### config.mk
export PLATFORM = sky130hd
export DESIGN_NAME = rv_backend_top
export DESIGN_NICKNAME = d
export VERILOG_FILES = /design/src/logic/rv_backend_pkg.sv /design/src/logic/stage_if.sv /design/src/logic/mem_stage.sv /design/src/logic/load_store_unit.sv /design/src/logic/wb_stage.sv /design/src/logic/rv_backend_top.sv
export SDC_FILE = /design/constraint.sdc
export NUM_CORES = 1
export LEC_CHECK = 0
export CAP_MARGIN = 40
export CORE_AREA = 2 2 190 146
export DETAILED_ROUTE_END_ITERATION = 8
export DIE_AREA = 0 0 192 148
export DONT_BUFFER_PORTS = 1
export GPL_TIMING_DRIVEN = 0
export HOLD_SLACK_MARGIN = 0.05
export PLACE_DENSITY_LB_ADDON = 0.15
export SYNTH_ARGS = -nofsm -noshare
export SYNTH_HDL_FRONTEND = slang
export SYNTH_SLANG_ARGS = --single-unit
### constraint.sdc
create_clock -name clk_i -period 5.8 [get_ports clk_i]
set_input_delay 0.87 -clock clk_i [delete_from_list [all_inputs] [get_ports clk_i]]
set_output_delay 0.87 -clock clk_i [all_outputs]
set_load 0.02 [all_outputs]
### src/logic/rv_backend_pkg.sv
`default_nettype none

package rv_backend_pkg;

  //////////////////////////////////////////////////
  // Widths and reset values
  //////////////////////////////////////////////////

  // Data and address width
  localparam int unsigned XLEN = 32;

  // Stage PC after reset
  localparam logic [XLEN-1:0] PC_INIT = 'h200;

  //////////////////////////////////////////////////
  // Instruction decode
  //////////////////////////////////////////////////

  // Major opcodes handled by the back end
  localparam logic [6:0] OPC_LOAD   = 7'b0000011;
  localparam logic [6:0] OPC_STORE  = 7'b0100011;
  // Both ALU forms write rd and never touch memory
  localparam logic [6:0] OPC_OP     = 7'b0110011;
  localparam logic [6:0] OPC_OP_IMM = 7'b0010011;

  // Access size in funct3 of loads and stores
  localparam logic [2:0] F3_B  = 3'b000;
  localparam logic [2:0] F3_H  = 3'b001;
  localparam logic [2:0] F3_W  = 3'b010;
  localparam logic [2:0] F3_BU = 3'b100;
  localparam logic [2:0] F3_HU = 3'b101;

  //////////////////////////////////////////////////
  // Exceptions
  //////////////////////////////////////////////////

  // Exception vector travelling with each instruction
  localparam int unsigned EXC_W           = 3;
  localparam int unsigned EXC_ILLEGAL     = 0;
  localparam int unsigned EXC_LD_MISALIGN = 1;
  localparam int unsigned EXC_ST_MISALIGN = 2;

  // mcause codes reported with a trap
  localparam logic [XLEN-1:0] CAUSE_ILLEGAL     = 'd2;
  localparam logic [XLEN-1:0] CAUSE_LD_MISALIGN = 'd4;
  localparam logic [XLEN-1:0] CAUSE_ST_MISALIGN = 'd6;

  // Data-bus master phases
  localparam logic [1:0] LSU_IDLE = 2'd0;
  localparam logic [1:0] LSU_REQ  = 2'd1;
  // req dropped, waiting for ack to fall
  localparam logic [1:0] LSU_WAIT = 2'd2;
  localparam logic [1:0] LSU_DONE = 2'd3;

  // Instruction word, I-type and S-type layouts over the same 32 bits
  typedef union packed {
    struct packed {
      logic [11:0] imm;
      logic [4:0]  rs1;
      logic [2:0]  funct3;
      logic [4:0]  rd;
      logic [6:0]  opcode;
    } i_view;
    struct packed {
      logic [6:0] imm_hi;
      logic [4:0] rs2;
      logic [4:0] rs1;
      logic [2:0] funct3;
      logic [4:0] imm_lo;
      logic [6:0] opcode;
    } s_view;
  } insn_u;

endpackage

`default_nettype wire

### src/logic/stage_if.sv
`default_nettype none

// Contents of one pipeline stage, memory stage to write-back
interface stage_if;

  logic [rv_backend_pkg::XLEN-1:0]  pc;
  rv_backend_pkg::insn_u            insn;
  // High when the stage holds no valid instruction
  logic                             bubble;
  // ALU result
  logic [rv_backend_pkg::XLEN-1:0]  r;
  logic [rv_backend_pkg::XLEN-1:0]  memadr;
  logic [rv_backend_pkg::EXC_W-1:0] exc;

  // Memory stage side
  modport src (
    output pc,
    output insn,
    output bubble,
    output r,
    output memadr,
    output exc
  );

  // Write-back side
  modport dst (
    input pc,
    input insn,
    input bubble,
    input r,
    input memadr,
    input exc
  );

endinterface

`default_nettype wire

### src/logic/mem_stage.sv
`default_nettype none

module mem_stage (
  input  logic                             clk_i,
  input  logic                             rst_ni,
  input  logic                             stall_i,
  input  logic [rv_backend_pkg::XLEN-1:0]  pc_i,
  input  logic [rv_backend_pkg::XLEN-1:0]  r_i,
  input  logic [rv_backend_pkg::XLEN-1:0]  memadr_i,
  input  rv_backend_pkg::insn_u            insn_i,
  input  logic                             bubble_i,
  input  logic [rv_backend_pkg::EXC_W-1:0] exc_dn_i,
  input  logic                             flush_i,
  stage_if.src                             st
);

  //////////////////////////////////////////////////
  // Stage register
  //////////////////////////////////////////////////

  // Program counter
  always_ff @(posedge clk_i or negedge rst_ni) begin
    if (!rst_ni) begin
      st.pc <= rv_backend_pkg::PC_INIT;
    end else if (!stall_i) begin
      st.pc <= pc_i;
    end
  end

  // Instruction word, result and address
  always_ff @(posedge clk_i) begin
    if (!stall_i) begin
      st.insn   <= insn_i;
      st.r      <= r_i;
      st.memadr <= memadr_i;
    end
  end

  // Bubble
  // Flush from write-back kills whatever sits here, even under stall
  always_ff @(posedge clk_i or negedge rst_ni) begin
    if (!rst_ni) begin
      st.bubble <= 1'b1;
    end else if (flush_i) begin
      st.bubble <= 1'b1;
    end else if (!stall_i) begin
      st.bubble <= bubble_i;
    end
  end

  //////////////////////////////////////////////////
  // Exceptions going down
  //////////////////////////////////////////////////

  // Execute-side bits merged with LSU misalignment bits
  // Cleared when an earlier exception flushes the pipe
  always_ff @(posedge clk_i or negedge rst_ni) begin
    if (!rst_ni) begin
      st.exc <= '0;
    end else if (flush_i) begin
      st.exc <= '0;
    end else if (!stall_i) begin
      st.exc <= exc_dn_i;
    end
  end

  // Killed instruction never reaches write-back as valid
  a_flush_bubbles: assert property (@(posedge clk_i) disable iff (!rst_ni)
    flush_i |=> st.bubble)
    else $error("mem_stage: bubble not set after flush");

endmodule

`default_nettype wire

### src/logic/load_store_unit.sv
`default_nettype none

module load_store_unit (
  input  logic                             clk_i,
  input  logic                             rst_ni,
  input  rv_backend_pkg::insn_u            insn_i,
  input  logic                             bubble_i,
  input  logic [rv_backend_pkg::EXC_W-1:0] exc_i,
  input  logic [rv_backend_pkg::XLEN-1:0]  adr_i,
  input  logic [rv_backend_pkg::XLEN-1:0]  wdata_i,
  input  logic                             flush_i,
  output logic                             busy_o,
  output logic [rv_backend_pkg::EXC_W-1:0] exc_o,
  output logic [rv_backend_pkg::XLEN-1:0]  ldata_o,
  output logic                             dbus_req_o,
  output logic                             dbus_we_o,
  output logic [rv_backend_pkg::XLEN-1:0]  dbus_adr_o,
  output logic [3:0]                       dbus_be_o,
  output logic [rv_backend_pkg::XLEN-1:0]  dbus_wdata_o,
  input  logic                             dbus_ack_i,
  input  logic [rv_backend_pkg::XLEN-1:0]  dbus_rdata_i
);

  logic [6:0]                      opcode;
  logic [2:0]                      funct3;
  logic                            is_ld;
  logic                            is_st;
  logic                            misaligned;
  logic                            start;
  logic [rv_backend_pkg::XLEN-1:0] st_off;
  logic [1:0]                      state_q;
  logic [1:0]                      state_d;
  logic [3:0]                      lane_be;
  logic [rv_backend_pkg::XLEN-1:0] lane_wdata;
  logic [rv_backend_pkg::XLEN-1:0] rdata_sh;
  logic [rv_backend_pkg::XLEN-1:0] ld_ext;

  //////////////////////////////////////////////////
  // Decode and alignment check
  //////////////////////////////////////////////////

  // opcode and funct3 sit at the same bits in both views
  assign opcode = insn_i.s_view.opcode;
  assign funct3 = insn_i.s_view.funct3;
  assign is_ld  = opcode == rv_backend_pkg::OPC_LOAD;
  assign is_st  = opcode == rv_backend_pkg::OPC_STORE;

  // S-type offset, sign extended
  assign st_off = {{(rv_backend_pkg::XLEN-12){insn_i.s_view.imm_hi[6]}},
                   insn_i.s_view.imm_hi, insn_i.s_view.imm_lo};

  // Natural alignment by access size
  always_comb begin
    case (funct3)
      rv_backend_pkg::F3_H, rv_backend_pkg::F3_HU: misaligned = adr_i[0];
      rv_backend_pkg::F3_W:                        misaligned = |adr_i[1:0];
      default:                                     misaligned = 1'b0;
    endcase
  end

  // Misaligned accesses report here and never reach the bus
  always_comb begin
    exc_o = exc_i;
    if (!bubble_i && misaligned) begin
      exc_o[rv_backend_pkg::EXC_LD_MISALIGN] = exc_i[rv_backend_pkg::EXC_LD_MISALIGN] | is_ld;
      exc_o[rv_backend_pkg::EXC_ST_MISALIGN] = exc_i[rv_backend_pkg::EXC_ST_MISALIGN] | is_st;
    end
  end

  // Valid aligned access with nothing pending ahead of it
  assign start = !bubble_i && (is_ld || is_st) && !misaligned &&
                 (exc_i == '0) && !flush_i;

  //////////////////////////////////////////////////
  // Four-phase bus master
  //////////////////////////////////////////////////

  always_comb begin
    case (state_q)
      rv_backend_pkg::LSU_IDLE:
        state_d = start ? rv_backend_pkg::LSU_REQ : rv_backend_pkg::LSU_IDLE;
      rv_backend_pkg::LSU_REQ:
        state_d = dbus_ack_i ? rv_backend_pkg::LSU_WAIT : rv_backend_pkg::LSU_REQ;
      rv_backend_pkg::LSU_WAIT:
        state_d = dbus_ack_i ? rv_backend_pkg::LSU_WAIT : rv_backend_pkg::LSU_DONE;
      default:
        state_d = rv_backend_pkg::LSU_IDLE;
    endcase
  end

  always_ff @(posedge clk_i or negedge rst_ni) begin
    if (!rst_ni) begin
      state_q <= rv_backend_pkg::LSU_IDLE;
    end else begin
      state_q <= state_d;
    end
  end

  // Busy from the start cycle through the ack-low cycle
  // DONE lets the memory stage take the instruction
  assign busy_o = (state_q == rv_backend_pkg::LSU_IDLE) ? start
                                                        : (state_q != rv_backend_pkg::LSU_DONE);
  assign dbus_req_o = state_q == rv_backend_pkg::LSU_REQ;

  // Byte lanes, data replicated across the word
  always_comb begin
    case (funct3)
      rv_backend_pkg::F3_B, rv_backend_pkg::F3_BU: begin
        lane_be    = 4'b0001 << adr_i[1:0];
        lane_wdata = {4{wdata_i[7:0]}};
      end
      rv_backend_pkg::F3_H, rv_backend_pkg::F3_HU: begin
        lane_be    = 4'b0011 << adr_i[1:0];
        lane_wdata = {2{wdata_i[15:0]}};
      end
      default: begin
        lane_be    = 4'b1111;
        lane_wdata = wdata_i;
      end
    endcase
  end

  // Bus fields held from start until the next access
  always_ff @(posedge clk_i) begin
    if ((state_q == rv_backend_pkg::LSU_IDLE) && start) begin
      dbus_we_o    <= is_st;
      dbus_adr_o   <= {adr_i[rv_backend_pkg::XLEN-1:2], 2'b00};
      dbus_be_o    <= lane_be;
      dbus_wdata_o <= lane_wdata;
    end
  end

  //////////////////////////////////////////////////
  // Load data
  //////////////////////////////////////////////////

  // Addressed byte moved down to bit 0
  assign rdata_sh = dbus_rdata_i >> {adr_i[1:0], 3'b000};

  always_comb begin
    case (funct3)
      rv_backend_pkg::F3_B:
        ld_ext = {{(rv_backend_pkg::XLEN-8){rdata_sh[7]}}, rdata_sh[7:0]};
      rv_backend_pkg::F3_BU:
        ld_ext = {{(rv_backend_pkg::XLEN-8){1'b0}}, rdata_sh[7:0]};
      rv_backend_pkg::F3_H:
        ld_ext = {{(rv_backend_pkg::XLEN-16){rdata_sh[15]}}, rdata_sh[15:0]};
      rv_backend_pkg::F3_HU:
        ld_ext = {{(rv_backend_pkg::XLEN-16){1'b0}}, rdata_sh[15:0]};
      default:
        ld_ext = dbus_rdata_i;
    endcase
  end

  // Sampled at ack rise, kept until the next access
  always_ff @(posedge clk_i) begin
    if ((state_q == rv_backend_pkg::LSU_REQ) && dbus_ack_i) begin
      ldata_o <= ld_ext;
    end
  end

  // Handshake rules
  a_req_after_ack_low: assert property (@(posedge clk_i) disable iff (!rst_ni)
    !dbus_req_o && dbus_ack_i |=> !dbus_req_o)
    else $error("lsu: req raised before ack fell");

  a_bus_stable: assert property (@(posedge clk_i) disable iff (!rst_ni)
    dbus_req_o |=> !dbus_req_o || ($stable(dbus_adr_o) && $stable(dbus_be_o)))
    else $error("lsu: address or byte enables moved during req");

  // Stall must freeze the store at the execute side for the whole access
  a_store_held: assert property (@(posedge clk_i) disable iff (!rst_ni)
    (state_q == rv_backend_pkg::LSU_REQ || state_q == rv_backend_pkg::LSU_WAIT) && is_st
    |-> $stable(adr_i - st_off))
    else $error("lsu: store base changed during access");

endmodule

`default_nettype wire

### src/logic/wb_stage.sv
`default_nettype none

module wb_stage (
  input  logic                            clk_i,
  input  logic                            rst_ni,
  stage_if.dst                            ld,
  input  logic [rv_backend_pkg::XLEN-1:0] ldata_i,
  input  logic                            stall_i,
  output logic                            rf_we_o,
  output logic [4:0]                      rf_waddr_o,
  output logic [rv_backend_pkg::XLEN-1:0] rf_wdata_o,
  output logic                            flush_o,
  output logic                            trap_o,
  output logic [rv_backend_pkg::XLEN-1:0] trap_pc_o,
  output logic [rv_backend_pkg::XLEN-1:0] trap_cause_o
);

  logic [rv_backend_pkg::XLEN-1:0]  pc_q;
  logic [rv_backend_pkg::XLEN-1:0]  r_q;
  logic [rv_backend_pkg::XLEN-1:0]  ldata_q;
  rv_backend_pkg::insn_u            insn_q;
  logic                             bubble_q;
  logic [rv_backend_pkg::EXC_W-1:0] exc_q;
  logic [6:0]                       opc_q;
  logic                             writes_rd;

  // Load data of the instruction now in the memory stage
  // Loads on the same edges as that register, so a following access cannot overwrite it
  always_ff @(posedge clk_i) begin
    if (!stall_i) begin
      ldata_q <= ldata_i;
    end
  end

  // Result picked per opcode on entry
  always_ff @(posedge clk_i) begin
    if (!stall_i) begin
      insn_q <= ld.insn;
      r_q    <= (ld.insn.i_view.opcode == rv_backend_pkg::OPC_LOAD) ? ldata_q : ld.r;
    end
  end

  always_ff @(posedge clk_i or negedge rst_ni) begin
    if (!rst_ni) begin
      pc_q  <= rv_backend_pkg::PC_INIT;
      exc_q <= '0;
    end else if (!stall_i) begin
      pc_q  <= ld.pc;
      exc_q <= ld.exc;
    end
  end

  // A trap retires its instruction, so flush is a single cycle
  always_ff @(posedge clk_i or negedge rst_ni) begin
    if (!rst_ni) begin
      bubble_q <= 1'b1;
    end else if (flush_o) begin
      bubble_q <= 1'b1;
    end else if (!stall_i) begin
      bubble_q <= ld.bubble;
    end
  end

  //////////////////////////////////////////////////
  // Register file write and trap
  //////////////////////////////////////////////////

  assign opc_q     = insn_q.i_view.opcode;
  assign writes_rd = (opc_q == rv_backend_pkg::OPC_LOAD) ||
                     (opc_q == rv_backend_pkg::OPC_OP)   ||
                     (opc_q == rv_backend_pkg::OPC_OP_IMM);

  // x0 is hardwired, never written
  assign rf_we_o    = !bubble_q && (exc_q == '0) && writes_rd && (insn_q.i_view.rd != 5'd0);
  assign rf_waddr_o = insn_q.i_view.rd;
  assign rf_wdata_o = r_q;

  assign flush_o   = !bubble_q && (|exc_q);
  assign trap_o    = flush_o;
  assign trap_pc_o = pc_q;

  // Illegal beats load misalign beats store misalign
  always_comb begin
    if (exc_q[rv_backend_pkg::EXC_ILLEGAL]) begin
      trap_cause_o = rv_backend_pkg::CAUSE_ILLEGAL;
    end else if (exc_q[rv_backend_pkg::EXC_LD_MISALIGN]) begin
      trap_cause_o = rv_backend_pkg::CAUSE_LD_MISALIGN;
    end else if (exc_q[rv_backend_pkg::EXC_ST_MISALIGN]) begin
      trap_cause_o = rv_backend_pkg::CAUSE_ST_MISALIGN;
    end else begin
      trap_cause_o = '0;
    end
  end

  a_we_xor_trap: assert property (@(posedge clk_i) disable iff (!rst_ni)
    !(rf_we_o && trap_o))
    else $error("wb_stage: register write and trap in the same cycle");

  // Misalign bits set in the LSU must match the address carried down
  a_misalign_adr: assert property (@(posedge clk_i) disable iff (!rst_ni)
    !ld.bubble && (ld.exc[rv_backend_pkg::EXC_LD_MISALIGN] ||
                   ld.exc[rv_backend_pkg::EXC_ST_MISALIGN])
    |-> ld.memadr[1:0] != 2'b00)
    else $error("wb_stage: misalign flagged on an aligned address");

endmodule

`default_nettype wire

### src/logic/rv_backend_top.sv
`default_nettype none

module rv_backend_top (
  input  logic                             clk_i,
  input  logic                             rst_ni,
  // Execute side
  input  logic [rv_backend_pkg::XLEN-1:0]  ex_pc_i,
  input  rv_backend_pkg::insn_u            ex_insn_i,
  input  logic                             ex_bubble_i,
  input  logic [rv_backend_pkg::XLEN-1:0]  ex_r_i,
  input  logic [rv_backend_pkg::XLEN-1:0]  ex_memadr_i,
  input  logic [rv_backend_pkg::XLEN-1:0]  ex_wdata_i,
  input  logic [rv_backend_pkg::EXC_W-1:0] ex_exc_i,
  input  logic                             stall_i,
  output logic                             stall_o,
  output logic                             flush_o,
  // Register file write port
  output logic                             rf_we_o,
  output logic [4:0]                       rf_waddr_o,
  output logic [rv_backend_pkg::XLEN-1:0]  rf_wdata_o,
  // Trap report
  output logic                             trap_o,
  output logic [rv_backend_pkg::XLEN-1:0]  trap_pc_o,
  output logic [rv_backend_pkg::XLEN-1:0]  trap_cause_o,
  // Data bus
  output logic                             dbus_req_o,
  output logic                             dbus_we_o,
  output logic [rv_backend_pkg::XLEN-1:0]  dbus_adr_o,
  output logic [3:0]                       dbus_be_o,
  output logic [rv_backend_pkg::XLEN-1:0]  dbus_wdata_o,
  input  logic                             dbus_ack_i,
  input  logic [rv_backend_pkg::XLEN-1:0]  dbus_rdata_i
);

  logic                             stall;
  logic                             flush;
  logic                             lsu_busy;
  logic [rv_backend_pkg::EXC_W-1:0] lsu_exc;
  logic [rv_backend_pkg::XLEN-1:0]  lsu_ldata;

  // Memory stage to write-back
  stage_if st_if ();

  // One stall for every stage register
  assign stall   = stall_i | lsu_busy;
  assign stall_o = stall;
  assign flush_o = flush;

  mem_stage u_mem_stage (
    .clk_i    (clk_i),
    .rst_ni   (rst_ni),
    .stall_i  (stall),
    .pc_i     (ex_pc_i),
    .r_i      (ex_r_i),
    .memadr_i (ex_memadr_i),
    .insn_i   (ex_insn_i),
    .bubble_i (ex_bubble_i),
    .exc_dn_i (lsu_exc),
    .flush_i  (flush),
    .st       (st_if.src)
  );

  // Works on the execute-side instruction before the memory stage takes it
  load_store_unit u_lsu (
    .clk_i        (clk_i),
    .rst_ni       (rst_ni),
    .insn_i       (ex_insn_i),
    .bubble_i     (ex_bubble_i),
    .exc_i        (ex_exc_i),
    .adr_i        (ex_memadr_i),
    .wdata_i      (ex_wdata_i),
    .flush_i      (flush),
    .busy_o       (lsu_busy),
    .exc_o        (lsu_exc),
    .ldata_o      (lsu_ldata),
    .dbus_req_o   (dbus_req_o),
    .dbus_we_o    (dbus_we_o),
    .dbus_adr_o   (dbus_adr_o),
    .dbus_be_o    (dbus_be_o),
    .dbus_wdata_o (dbus_wdata_o),
    .dbus_ack_i   (dbus_ack_i),
    .dbus_rdata_i (dbus_rdata_i)
  );

  wb_stage u_wb_stage (
    .clk_i        (clk_i),
    .rst_ni       (rst_ni),
    .ld           (st_if.dst),
    .ldata_i      (lsu_ldata),
    .stall_i      (stall),
    .rf_we_o      (rf_we_o),
    .rf_waddr_o   (rf_waddr_o),
    .rf_wdata_o   (rf_wdata_o),
    .flush_o      (flush),
    .trap_o       (trap_o),
    .trap_pc_o    (trap_pc_o),
    .trap_cause_o (trap_cause_o)
  );

endmodule

`default_nettype wire

==> results of run 1 <==
## Yosys cell counts, types with 9 or more instances
| cell type | number |
|---|---|
| o21ai_0 | 26 |
| edfxtp_1 | 219 |
| mux2_4 | 64 |
| a21oi_1 | 16 |
| mux2i_1 | 12 |
| nor2b_1 | 19 |
| inv_1 | 9 |
| nand2_1 | 17 |
| nor2_1 | 17 |
| dfrtp_1 | 70 |
| mux2_2 | 57 |
| a21o_1 | 18 |
| buf_4 | 41 |
## worst paths after layout
path	slack (ns)	depth (start not counted)	to	startpoint
min reg2reg	0.42	0	u_wb_stage.ldata_q[11]$_DFFE_PN_	u_lsu.ldata_o[11]$_DFFE_PP_
min	0.17	0	u_mem_stage.st.bubble$_DFFE_PN1P_	rst_ni
max in group asynchronous	5.31	1	u_wb_stage.trap_pc_o[21]$_DFFE_PN0N_	rst_ni
max	2.65	5	stall_o	ex_insn_i[3]
min in group clk_i	0.41	0	u_mem_stage.st.r[24]$_DFFE_PN_	ex_r_i[24]
max reg2reg	3.22	6	u_wb_stage.rf_wdata_o[19]$_DFFE_PN_	u_lsu.state_q[1]$_DFF_PN0_
## cells by family (layout without fill, tap and decap cells)
kind of cell           count (synthesis)  count (layout)  synth area share
AO/OA/AOI/OAI                         86              86           0.04796
other                                  1              34         0.0003180
multiplexers                         136             136            0.1499
AND/OR/NAND/NOR                       77              77           0.03873
buffers and inverters                 75             133           0.04721
flip-flops                           293             293            0.7151
XOR/XNOR                               1               1         0.0007428
## timing repair
item | in CTS | in global routing
gates resized for setup | 0 | 0
hold buffers | 1 | 0
hold endpoints to repair | 70 | 0
## per-stage QoR
| stage | cells | util | setup WS (ns) |
|---|---|---|---|
| final | 1111 | 0.5051 | 2.646 |
| after global routing | 1110 | 0.5050 | 2.539 |
| after CTS | 1109 | 0.5049 | 2.650 |
| after detailed placement | 1054 | 0.4673 | 2.476 |
| after global placement | 1051 | 0.4652 | 0.1608 |
| after floorplan | 700 | - | 1.146 |
## registers in the layout (all words and copies together) (netlist names), 2 cells and up
| register | count |
|---|---|
| u_lsu.state_q | 2 |
| u_wb_stage.ldata_q | 32 |
| u_lsu.dbus_adr_o | 30 |
| u_lsu.ldata_o | 32 |
| u_lsu.dbus_be_o | 4 |
| u_mem_stage.st.exc | 3 |
| u_lsu.dbus_wdata_o | 32 |
| u_mem_stage.st.pc | 32 |
| u_wb_stage.exc_q | 3 |
| u_mem_stage.st.r | 32 |
| u_mem_stage.st.insn | 12 |
| u_wb_stage.insn_q | 12 |
| u_wb_stage.rf_wdata_o | 32 |
| u_wb_stage.trap_pc_o | 32 |
## power groups by stage
stage | sequential [mW] | combinational [mW] | clock (mW)
floorplan | 3.42 | 1.13 | 0
global placement | 3.54 | 1.27 | 0
detailed placement | 3.52 | 1.34 | 0
CTS | 3.48 | 1.35 | 1.94
global route | 3.53 | 1.43 | 2.02
finish | 3.48 | 1.34 | 1.89
## layout make-up
class | instances | area (sq um) | share of cell area
diodes | 2 | 5.005 | 0.0003733
plain buffers | 66 | 523.0 | 0.03901
clock buffers | 41 | 822.0 | 0.06131
clock inverters | 13 | 148.9 | 0.01110
inverters | 9 | 36.28 | 0.002706
multi-input cells | 332 | 2920 | 0.2178
flip-flops and latches | 293 | 8433 | 0.6290
well taps | 351 | 439.2 | 0.03275
repair buffers | 4 | 80.08 | 0.005972
## metal layers
| layer | up-vias | GRT usage | wire length (um) |
|---|---|---|---|
| met3 | 44 | 0.06695 | 2380 |
| met5 | - | 0 | 13 |
| met2 | 271 | 0.3079 | 13120 |
| li1 | 2579 | - | - |
| met1 | 2979 | 0.2372 | 10840 |
| met4 | 2 | 0.05611 | 661 |
## critical path, cell delays in order
cell     delay [ns]
nor4_1         0.51
and4b_1        0.34
nand4_4        0.18
nand2_8        0.20
buf_12         0.19
==> summary.md, run 1 <==
| Metric | Value |
|---|---|
| Min cycle time layout | roughly 3.2 ns |
| Post-Synthesis Cells | roughly 670 |
| Die width | 192 um |
| RSZ-0062 raised after global routing | false |
| Row cnt | 52 |
| Port Buffer Count | 0 |
| Worst-case clock buffer depth | 3 |
| Layout cells sized above 1 | 0.3193 |
| Layout area overhead | 13.70% |
| Total GRT Usage | 0.1885 |
| Final setup fails | 0 |
| TritonCTS clock tree | built |
| HPWL Detailed | approximately 20000 um |
| Filler Cells Inserted | around 2200 |
| Netlist Area Pre-Place | 11790 sq um |
| Worst-path maximum fanout | 10 |
| Post-CTS Setup Bufs | 0 |
| Die ar. | 28420 sq um |
| Leakage | 5.192 nW |
| Routed len/inst | 24.31 um |
| Peak VDD IR | 0.2704 mV |
| Placed Area | 12400 sq um |
| Final Hold Vio Count | 0 |
| Dominant cells by area after synthesis | edfxtp_1, dfrtp_1, mux2_4 |
| Endpoint type of the worst setup path | output port |
| H-tree depth | 1 |
| Max-cap viol count | 0 |
| Initial core utilization | 0.4442 |
| First-pass GRT wire length | 39700 um |
| Min Hold Slack | about 0.17 ns |
| Final Instance Area | 13410 sq um |
| Main synth FF type | edfxtp_1 |
| Internal power | 4.805 mW |
| Largest net degree at the start of global routing | 71 |
| Critical Path RT | ~4.9 ns |
| Most common cell after layout, fill and taps aside | edfxtp_1 |
| Sequential fraction of the synthesis area | 0.7151 |
| Placeable Area | 26550 sq um |
| Grt total ovfl | 0 |
| CTS Sinks | 293 |
| Most frequent cells in the layout | edfxtp_1, dfrtp_1, mux2_4 |
| Max Slew Vio Count | 0 |
| Clock transition at the registers of the reported paths | 0.06 ns |
| Crit Path Category | in -> out |
| Avg Cell Area, Syn | 17.63 sq um |
| Final Power | 6.697 mW |
| Max Freq | 317.1 MHz |
| Via/cell ratio | 5.288 |
| Worst Setup Start Kind | input pin |
| Post-synth top area cell | edfxtp_1 |
| Outcome | finished clean |
| Vias in the first global route | 6207 |
| Yosys reg bits | 293 |
| Switching Share | 0.2825 |
| RD Place Congestion | 0.8203 |
| Post-Route WL | about 27000 um |
| Antenna-violating nets left | 0 |
| NetSw | 1.892 mW |
| Detailed-route via count | 5875 |
| Fin Setup TNS | 0 ns |
| Clock skew | about 0.015 ns |
| Drt drc | 0 |
| TritonRoute pass-1 iters | 5 |
| Slew @ Worst Pin | roughly 0.83 ns |
| Clock power share | 0.281 |
| Top Ports | 375 |
| Logic pwr share | 0.200 |
| Fin nets | between 900 and 1000 |
| Fin crit share | 0.5437 |
| PwrDens | approximately 500 nW/um^2 |
| Synth async-reset ratio | 0.2526 |
| Initial antenna violation count | 2 |
| Flop pwr share | 0.519 |
| YS warnings | 0 |
| Synth unique cells | 51 |
| Cts bufs inserted | 29 |
| Top cell type's share of synthesized area | 0.5577 |
| Die height | 148 um |
| Root buf cell | clkbuf_16 |
| Worst-skew pair later-pin latency | between 0.5 and 0.6 ns |
| Post-synth EDFFs | 219 |
| Relative slew slack | 0.4483 |
| Iter 0 DRT Violations | 347 |
| Worst min-delay path class | in -> async |
| Crit path DAT | 2.28 ns |
Power figures use the tool's default switching activity.
==> run 2: changes to the inputs <==
==> constraint.sdc (replaced) <==
create_clock -name clk_i -period 2.65 [get_ports clk_i]
set_input_delay 0.3975 -clock clk_i [delete_from_list [all_inputs] [get_ports clk_i]]
set_output_delay 0.3975 -clock clk_i [all_outputs]
set_load 0.02 [all_outputs]
==> run 2 against run 1 <==
Net effect: sequential cell count unchanged; worst setup slack got worse by 2.5 ns; critical path depth unchanged; die area unchanged; sequential power increased by 120%; highest routed layer is now met4.
==> summary.md, run 2 (synthesis results as in run 1) <==
| Metric | Value |
|---|---|
| RD Place Congestion | 0.8367 (+2.0%) |
| Placeable Area | 26550 sq um (unchanged) |
| Die height | 148 um (unchanged) |
| Resize count post-CTS | 0 (unchanged) |
| Outcome | finished clean |
| Grt total ovfl | 0 (unchanged) |
| Max-cap viol count | 0 (unchanged) |
| Clock transition at the registers of the reported paths | 0.06 ns (about the same) |
| Crit path DAT | 2.11 ns (-0.17 ns) |
| CTS Sinks | 293 (unchanged) |
| Worst Reg2Reg Path Length in Cells | 8 (+2) |
| Hold Crit Start | ex_wdata_i[26] |
| Layout area overhead | 25.72% |
| Iter 0 DRT Violations | 307 (-12%) |
| RSZ-0062 raised after global routing | false |
| Max Freq | 399.1 MHz |
| Finished Layout Cells | 1242 (+12%) |
| Worst-skew pair later-pin latency | 0.54 ns (about the same) |
| Critical Path RT | 2.25 ns (-2.68 ns) |
| Fin Setup TNS | 0 ns (unchanged) |
| Min cycle time layout | around 2.5 ns |
| Row cnt | 52 (unchanged) |
| Total GRT Usage | 0.1972 (+0.008735) |
| Worst min-delay path class | in -> reg |
| Drt drc | 0 (unchanged) |
| Final Hold Vio Count | 0 (unchanged) |
| Fin crit share | 0.9454 |
| Endpoint type of the worst setup path | output port |
| Top Ports | 375 (unchanged) |
| PwrDens | 1026 nW/um^2 (+110%) |
| Die ar. | 28420 sq um (unchanged) |
| Worst hold path cell count | 2 |
| Final Power | 15.21 mW (+130%) |
| Vias in the first global route | 6787 (+9.3%) |
| Relative slew slack | 0.4162 (-0.03216) |
| Root buf cell | clkbuf_16 |
| Slew @ Worst Pin | 0.8757 ns (+0.04824 ns) |
| Fin nets | 1068 (+14%) |
| Largest net degree at the start of global routing | 75 (+5.6%) |
| Reg2reg start | u_wb_stage.exc_q[2]$_DFFE_PN0N_ |
| Worst-case clock buffer depth | 3 (unchanged) |
| Most common cell after layout, fill and taps aside | edfxtp_1 |
| Initial antenna violation count | 0 (-2) |
| Worst Setup Start Kind | flip-flop |
| Max Slew Vio Count | 0 (unchanged) |
| Worst-path maximum fanout | 10 (unchanged) |
| Post-Route WL | 28650 um (+6.1%) |
| Die width | 192 um (unchanged) |
| Crit Path Category | reg -> out |
| Hold Crit Endpoint | u_lsu.dbus_wdata_o[26]$_DFFE_PP_ |
| Via/cell ratio | 5.139 (-2.8%) |
| Most frequent cells in the layout | edfxtp_1, dlygate4sd3_1, dfrtp_1 |
| Leakage | 5.784 nW (+11%) |
| Final setup fails | 0 (unchanged) |
| H-tree depth | 1 (unchanged) |
| TritonRoute pass-1 iters | 5 (unchanged) |
| Flop-to-flop setup slack | 0.26 ns (-2.96 ns) |
| Filler Cells Inserted | 2057 (-6.8%) |
| Routed len/inst | 23.07 um (-5.1%) |
| Antenna-violating nets left | 0 (unchanged) |
| Clock skew | 0.01207 ns (-0.002768 ns) |
| FF-to-FF End | u_mem_stage.st.r[17]$_DFFE_PN_ |
| Cts bufs inserted | 29 (unchanged) |
| TritonCTS clock tree | built |
| Initial core utilization | 0.4442 (unchanged) |
| First-pass GRT wire length | 41700 um (+5.1%) |
| Port Buffer Count | 0 (unchanged) |
| Layout cells sized above 1 | 0.2865 (-0.03274) |
| HPWL Detailed | 19590 um (-0.58%) |
| Placed instance count | 1056 (+0.19%) |
| Peak VDD IR | 0.6095 mV (+130%) |
| Detailed-route via count | 6383 (+8.6%) |
run 2: final cells by class:
cell class | instances | area, sq um | area share
flip-flops and latches | 293 | 8433 | 0.5688
multi-input cells | 332 | 2920 | 0.1970
repair buffers | 137 | 1419 | 0.09570
clock buffers | 34 | 807.0 | 0.05443
plain buffers | 66 | 523.0 | 0.03528
well taps | 351 | 439.2 | 0.02962
clock inverters | 19 | 244.0 | 0.01646
inverters | 9 | 37.54 | 0.002532
diodes | 1 | 2.502 | 0.0001688
run 2: stage by stage:
stage,setup WS [ns],hold slack (ns),utilization,instance area (sq um)
5_1_grt,0.01044,0.05276,0.5584,14820
6_report,0.1446,0.06718,0.5585,14830
4_1_cts,0.1041,0.05000,0.5584,14820
3_5_place_dp,-0.4264,0.1035,0.4686,12440
2_1_floorplan,-0.9433,0.1019,-,11910
3_3_place_gp,-1.964,0.1037,0.4653,12350
run 2: where the power goes:
part | leakage, nW | internal (mW) | total (mW) | switching (mW)
clock network | 0.502 | 2.67 | 4.43 | 1.76
registers | 2.91 | 6.45 | 7.60 | 1.16
logic | 2.37 | 1.79 | 3.17 | 1.38
total | 5.78 | 10.9 | 15.2 | 4.29
run 2: worst max path at each step:
stage	start	end	slack (ns)	cells after the start
2_1_floorplan	u_wb_stage.exc_q[2]$_DFFE_PN0N_	u_mem_stage.st.insn[0]$_DFFE_PN_	-0.94	6
3_3_place_gp	ex_insn_i[3]	u_mem_stage.st.r[11]$_DFFE_PN_	-1.96	6
3_5_place_dp	ex_insn_i[3]	u_mem_stage.st.r[17]$_DFFE_PN_	-0.43	8
4_1_cts	u_wb_stage.exc_q[2]$_DFFE_PN0N_	stall_o	0.10	5
5_1_grt	u_lsu.state_q[1]$_DFF_PN0_	stall_o	0.01	5
6_report	u_wb_stage.exc_q[2]$_DFFE_PN0N_	stall_o	0.14	5
run 2: critical path: stages, from the launching register on:
cell	delay [ns]
dfrtp_1	0.42
or3_4	0.43
a21oi_4	0.16
nand4_4	0.16
nand2_8	0.21
buf_12	0.19
run 2: repair_timing:
action                                  in CTS  in global routing
buffers inserted                             2                  0
endpoints found under the setup margin      44                  0
hold endpoints to repair                   203                  0
hold buffers                               130                  0
run 2: per-layer routing:
metal  global-route usage  wire [um]  up-vias
met1               0.2423      11290     3192
li1                     -          -     2852
met4              0.05802        784        0
met5                    0          0        -
met3              0.07312       2620       50
met2               0.3267      13950      289
==> run 3: changes to the inputs <==
==> constraint.sdc (replaced) <==
create_clock -name clk_i -period 2.65 [get_ports clk_i]
set_input_delay 0.1325 -clock clk_i [delete_from_list [all_inputs] [get_ports clk_i]]
set_output_delay 0.1325 -clock clk_i [all_outputs]
set_load 0.02 [all_outputs]
==> run 3 against run 2 <==
Net effect: routed wire length increased by 3.8%; die area unchanged; first-iteration DRC count increased by 7.2%; clock skew shrank 0.00059 ns; non-clock buffer count up 74; sequential power about the same; sequential cell count unchanged; worst setup slack better by 0.10 ns; critical path type is now reg -> reg; highest routed layer unchanged.
==> summary.md, run 3 (synthesis results as in run 1) <==
| Metric | Value |
|---|---|
| Outcome | finished clean |
| Min cycle time layout | 2.406 ns (-0.09987 ns) |
| CTS Sinks | 293 (unchanged) |
| Footprint of the multi-input gates | 2920 sq um (unchanged) |
| Flop pwr share | 0.494 (-0.006) |
| Logic pwr share | 0.216 (+0.007) |
| Worst-path maximum fanout | 10 (unchanged) |
| Die width | 192 um (unchanged) |
| Root buf cell | clkbuf_16 |
| Grt total ovfl | 0 (unchanged) |
| H-tree depth | 1 (unchanged) |
| Detailed-route via count | 6676 (+4.6%) |
| Post-Route WL | 29720 um (+3.8%) |
| Reg area | 8433 sq um (unchanged) |
| Die ar. | 28420 sq um (unchanged) |
| Total GRT Usage | 0.2061 (+0.008863) |
| Finished Layout Cells | 1315 (+5.9%) |
| Max-cap viol count | 0 (unchanged) |
| Switching Share | 0.2841 (+0.001657) |
| Final WS setup | 0.2445 ns (+0.09987 ns) |
| Most frequent cells in the layout | edfxtp_1, dlygate4sd3_1, dfrtp_1 |
| Layout cells sized above 1 | 0.2656 (-0.02096) |
| Placed instance count | 1056 (unchanged) |
| Worst Reg2Reg Path Length in Cells | 6 (-2) |
| Placed Area | 12440 sq um (unchanged) |
| HPWL Detailed | 19590 um (unchanged) |
| Cts bufs inserted | 29 (unchanged) |
| Drt drc | 0 (unchanged) |
| Clock transition at the registers of the reported paths | 0.07 ns (about the same) |
| Layout area overhead | 31.99% |
| Worst-skew pair later-pin latency | 0.54 ns (about the same) |
| Routed len/inst | 22.60 um (-2.0%) |
| Die height | 148 um (unchanged) |
| Antenna-violating nets left | 0 (unchanged) |
| Final Power | 15.39 mW (+1.2%) |
| Crit Path Category | reg -> reg |
| TritonRoute pass-1 iters | 5 (unchanged) |
| Peak VDD IR | 0.6111 mV (+0.25%) |
| PwrDens | 989.0 nW/um^2 (-3.6%) |
| Via/cell ratio | 5.077 (-1.2%) |
| TritonCTS clock tree | built |
| Initial antenna violation count | 0 (unchanged) |
| Iter 0 DRT Violations | 329 (+7.2%) |
| Max Freq | 415.7 MHz (+4.2%) |
| Final setup fails | 0 (unchanged) |
| Row cnt | 52 (unchanged) |
| Clock power share | 0.289 (-0.002) |
| Max Slew Vio Count | 0 (unchanged) |
| Crit path DAT | 2.83 ns (+0.72 ns) |
| RD Place Congestion | 0.8367 (unchanged) |
| Number of diodes | 0 (-1) |
| Worst hold path cell count | 2 (unchanged) |
| Fin nets | 1142 (+6.9%) |
| Placement Setup Slack | -0.1733 ns (+0.2532 ns) |
| Vias in the first global route | 7282 (+7.3%) |
| Fin Setup TNS | 0 ns (unchanged) |
| Slew @ Worst Pin | 0.8893 ns (+0.01352 ns) |
| Top Ports | 375 (unchanged) |
| Critical Path RT | 3.07 ns (+0.82 ns) |
| Final Hold Vio Count | 0 (unchanged) |
| Relative slew slack | 0.4072 (-0.009015) |
| Filler Cells Inserted | 2002 (-2.7%) |
| Fin crit share | 0.9077 (-0.03769) |
| Placeable Area | 26550 sq um (unchanged) |
| Port Buffer Count | 0 (unchanged) |
| First-pass GRT wire length | 43970 um (+5.4%) |
| Initial core utilization | 0.4442 (unchanged) |
| Worst Setup Start Kind | flip-flop |
| Leakage | 6.106 nW (+5.6%) |
| Largest net degree at the start of global routing | 75 (unchanged) |
| RSZ-0062 raised after global routing | false |
| NetSw | 4.373 mW (+1.8%) |
| Internal power | 11.02 mW (+0.99%) |
| Final Instance Area | 15560 sq um (+5.0%) |
| Most common cell after layout, fill and taps aside | edfxtp_1 |
| Worst-case clock buffer depth | 3 (unchanged) |
| Clock skew | 0.01148 ns (-0.0005856 ns) |
| Worst min-delay path class | in -> reg |
| Endpoint type of the worst setup path | flip-flop |
run 3: final timing paths:
check,start,end,slack [ns]
max in group asynchronous,rst_ni,u_wb_stage.bubble_q$_DFFE_PN1P_,2.13
max,u_lsu.state_q[1]$_DFF_PN0_,u_mem_stage.st.pc[31]$_DFFE_PN0N_,0.24
min reg2reg,u_lsu.ldata_o[26]$_DFFE_PP_,u_wb_stage.ldata_q[26]$_DFFE_PN_,0.42
min in group asynchronous,rst_ni,u_mem_stage.st.pc[4]$_DFFE_PN0N_,0.20
max reg2reg,u_lsu.state_q[1]$_DFF_PN0_,u_mem_stage.st.pc[31]$_DFFE_PN0N_,0.24
min,dbus_rdata_i[29],u_lsu.ldata_o[13]$_DFFE_PP_,0.07
run 3: critical path: stages, from the launching register on:
cell and delay, ns:
dfrtp_1 0.42, nor4_1 0.29, and4b_1 0.28, nand4_4 0.18
nand2_8 0.21, mux2_2 0.36, dlygate4sd3_1 0.55
run 3: power by group through the flow:
stage / registers, mW / logic, mW / clock network (mW)
after floorplan: 7.47 / 2.48 / 0
after global placement: 7.72 / 2.78 / 0
after detailed placement: 7.70 / 2.98 / 0
after CTS: 7.61 / 3.34 / 4.53
after global routing: 7.72 / 3.57 / 4.72
final: 7.61 / 3.33 / 4.45
run 3: layout make-up:
class                      instances  area share
multi-input combinational        332      0.1876
inverter                           9    0.002412
clock inverter                    19     0.01568
timing repair buffer             211      0.1387
tap                              351     0.02822
buffer                            66     0.03368
clock buffer                      34     0.05185
sequential                       293      0.5418
run 3: through the flow:
step                        util  hold slack [ns]
final                     0.5864          0.07115
after detailed placement  0.4686          -0.1615
after CTS                 0.5863          0.05806
after floorplan                -          -0.1631
after global routing      0.5864          0.08552
after global placement    0.4653          -0.1613
run 3: timing repair:
action	in CTS	in global routing
setup endpoints to repair	44	1
gates resized for setup	0	2
hold buffers	204	0
endpoints found under the hold margin	253	0
buffers inserted	2	0
run 3: layer usage:
metal | share of wire | track usage | routed length [um] | up-vias
met5 | 0 | 0 | 0 | -
met2 | 0.49 | 0.3431 | 14460 | 298
met4 | 0.029 | 0.06260 | 870 | 0
met3 | 0.088 | 0.07146 | 2623 | 57
li1 | - | - | - | 3002
met1 | 0.40 | 0.2541 | 11770 | 3319
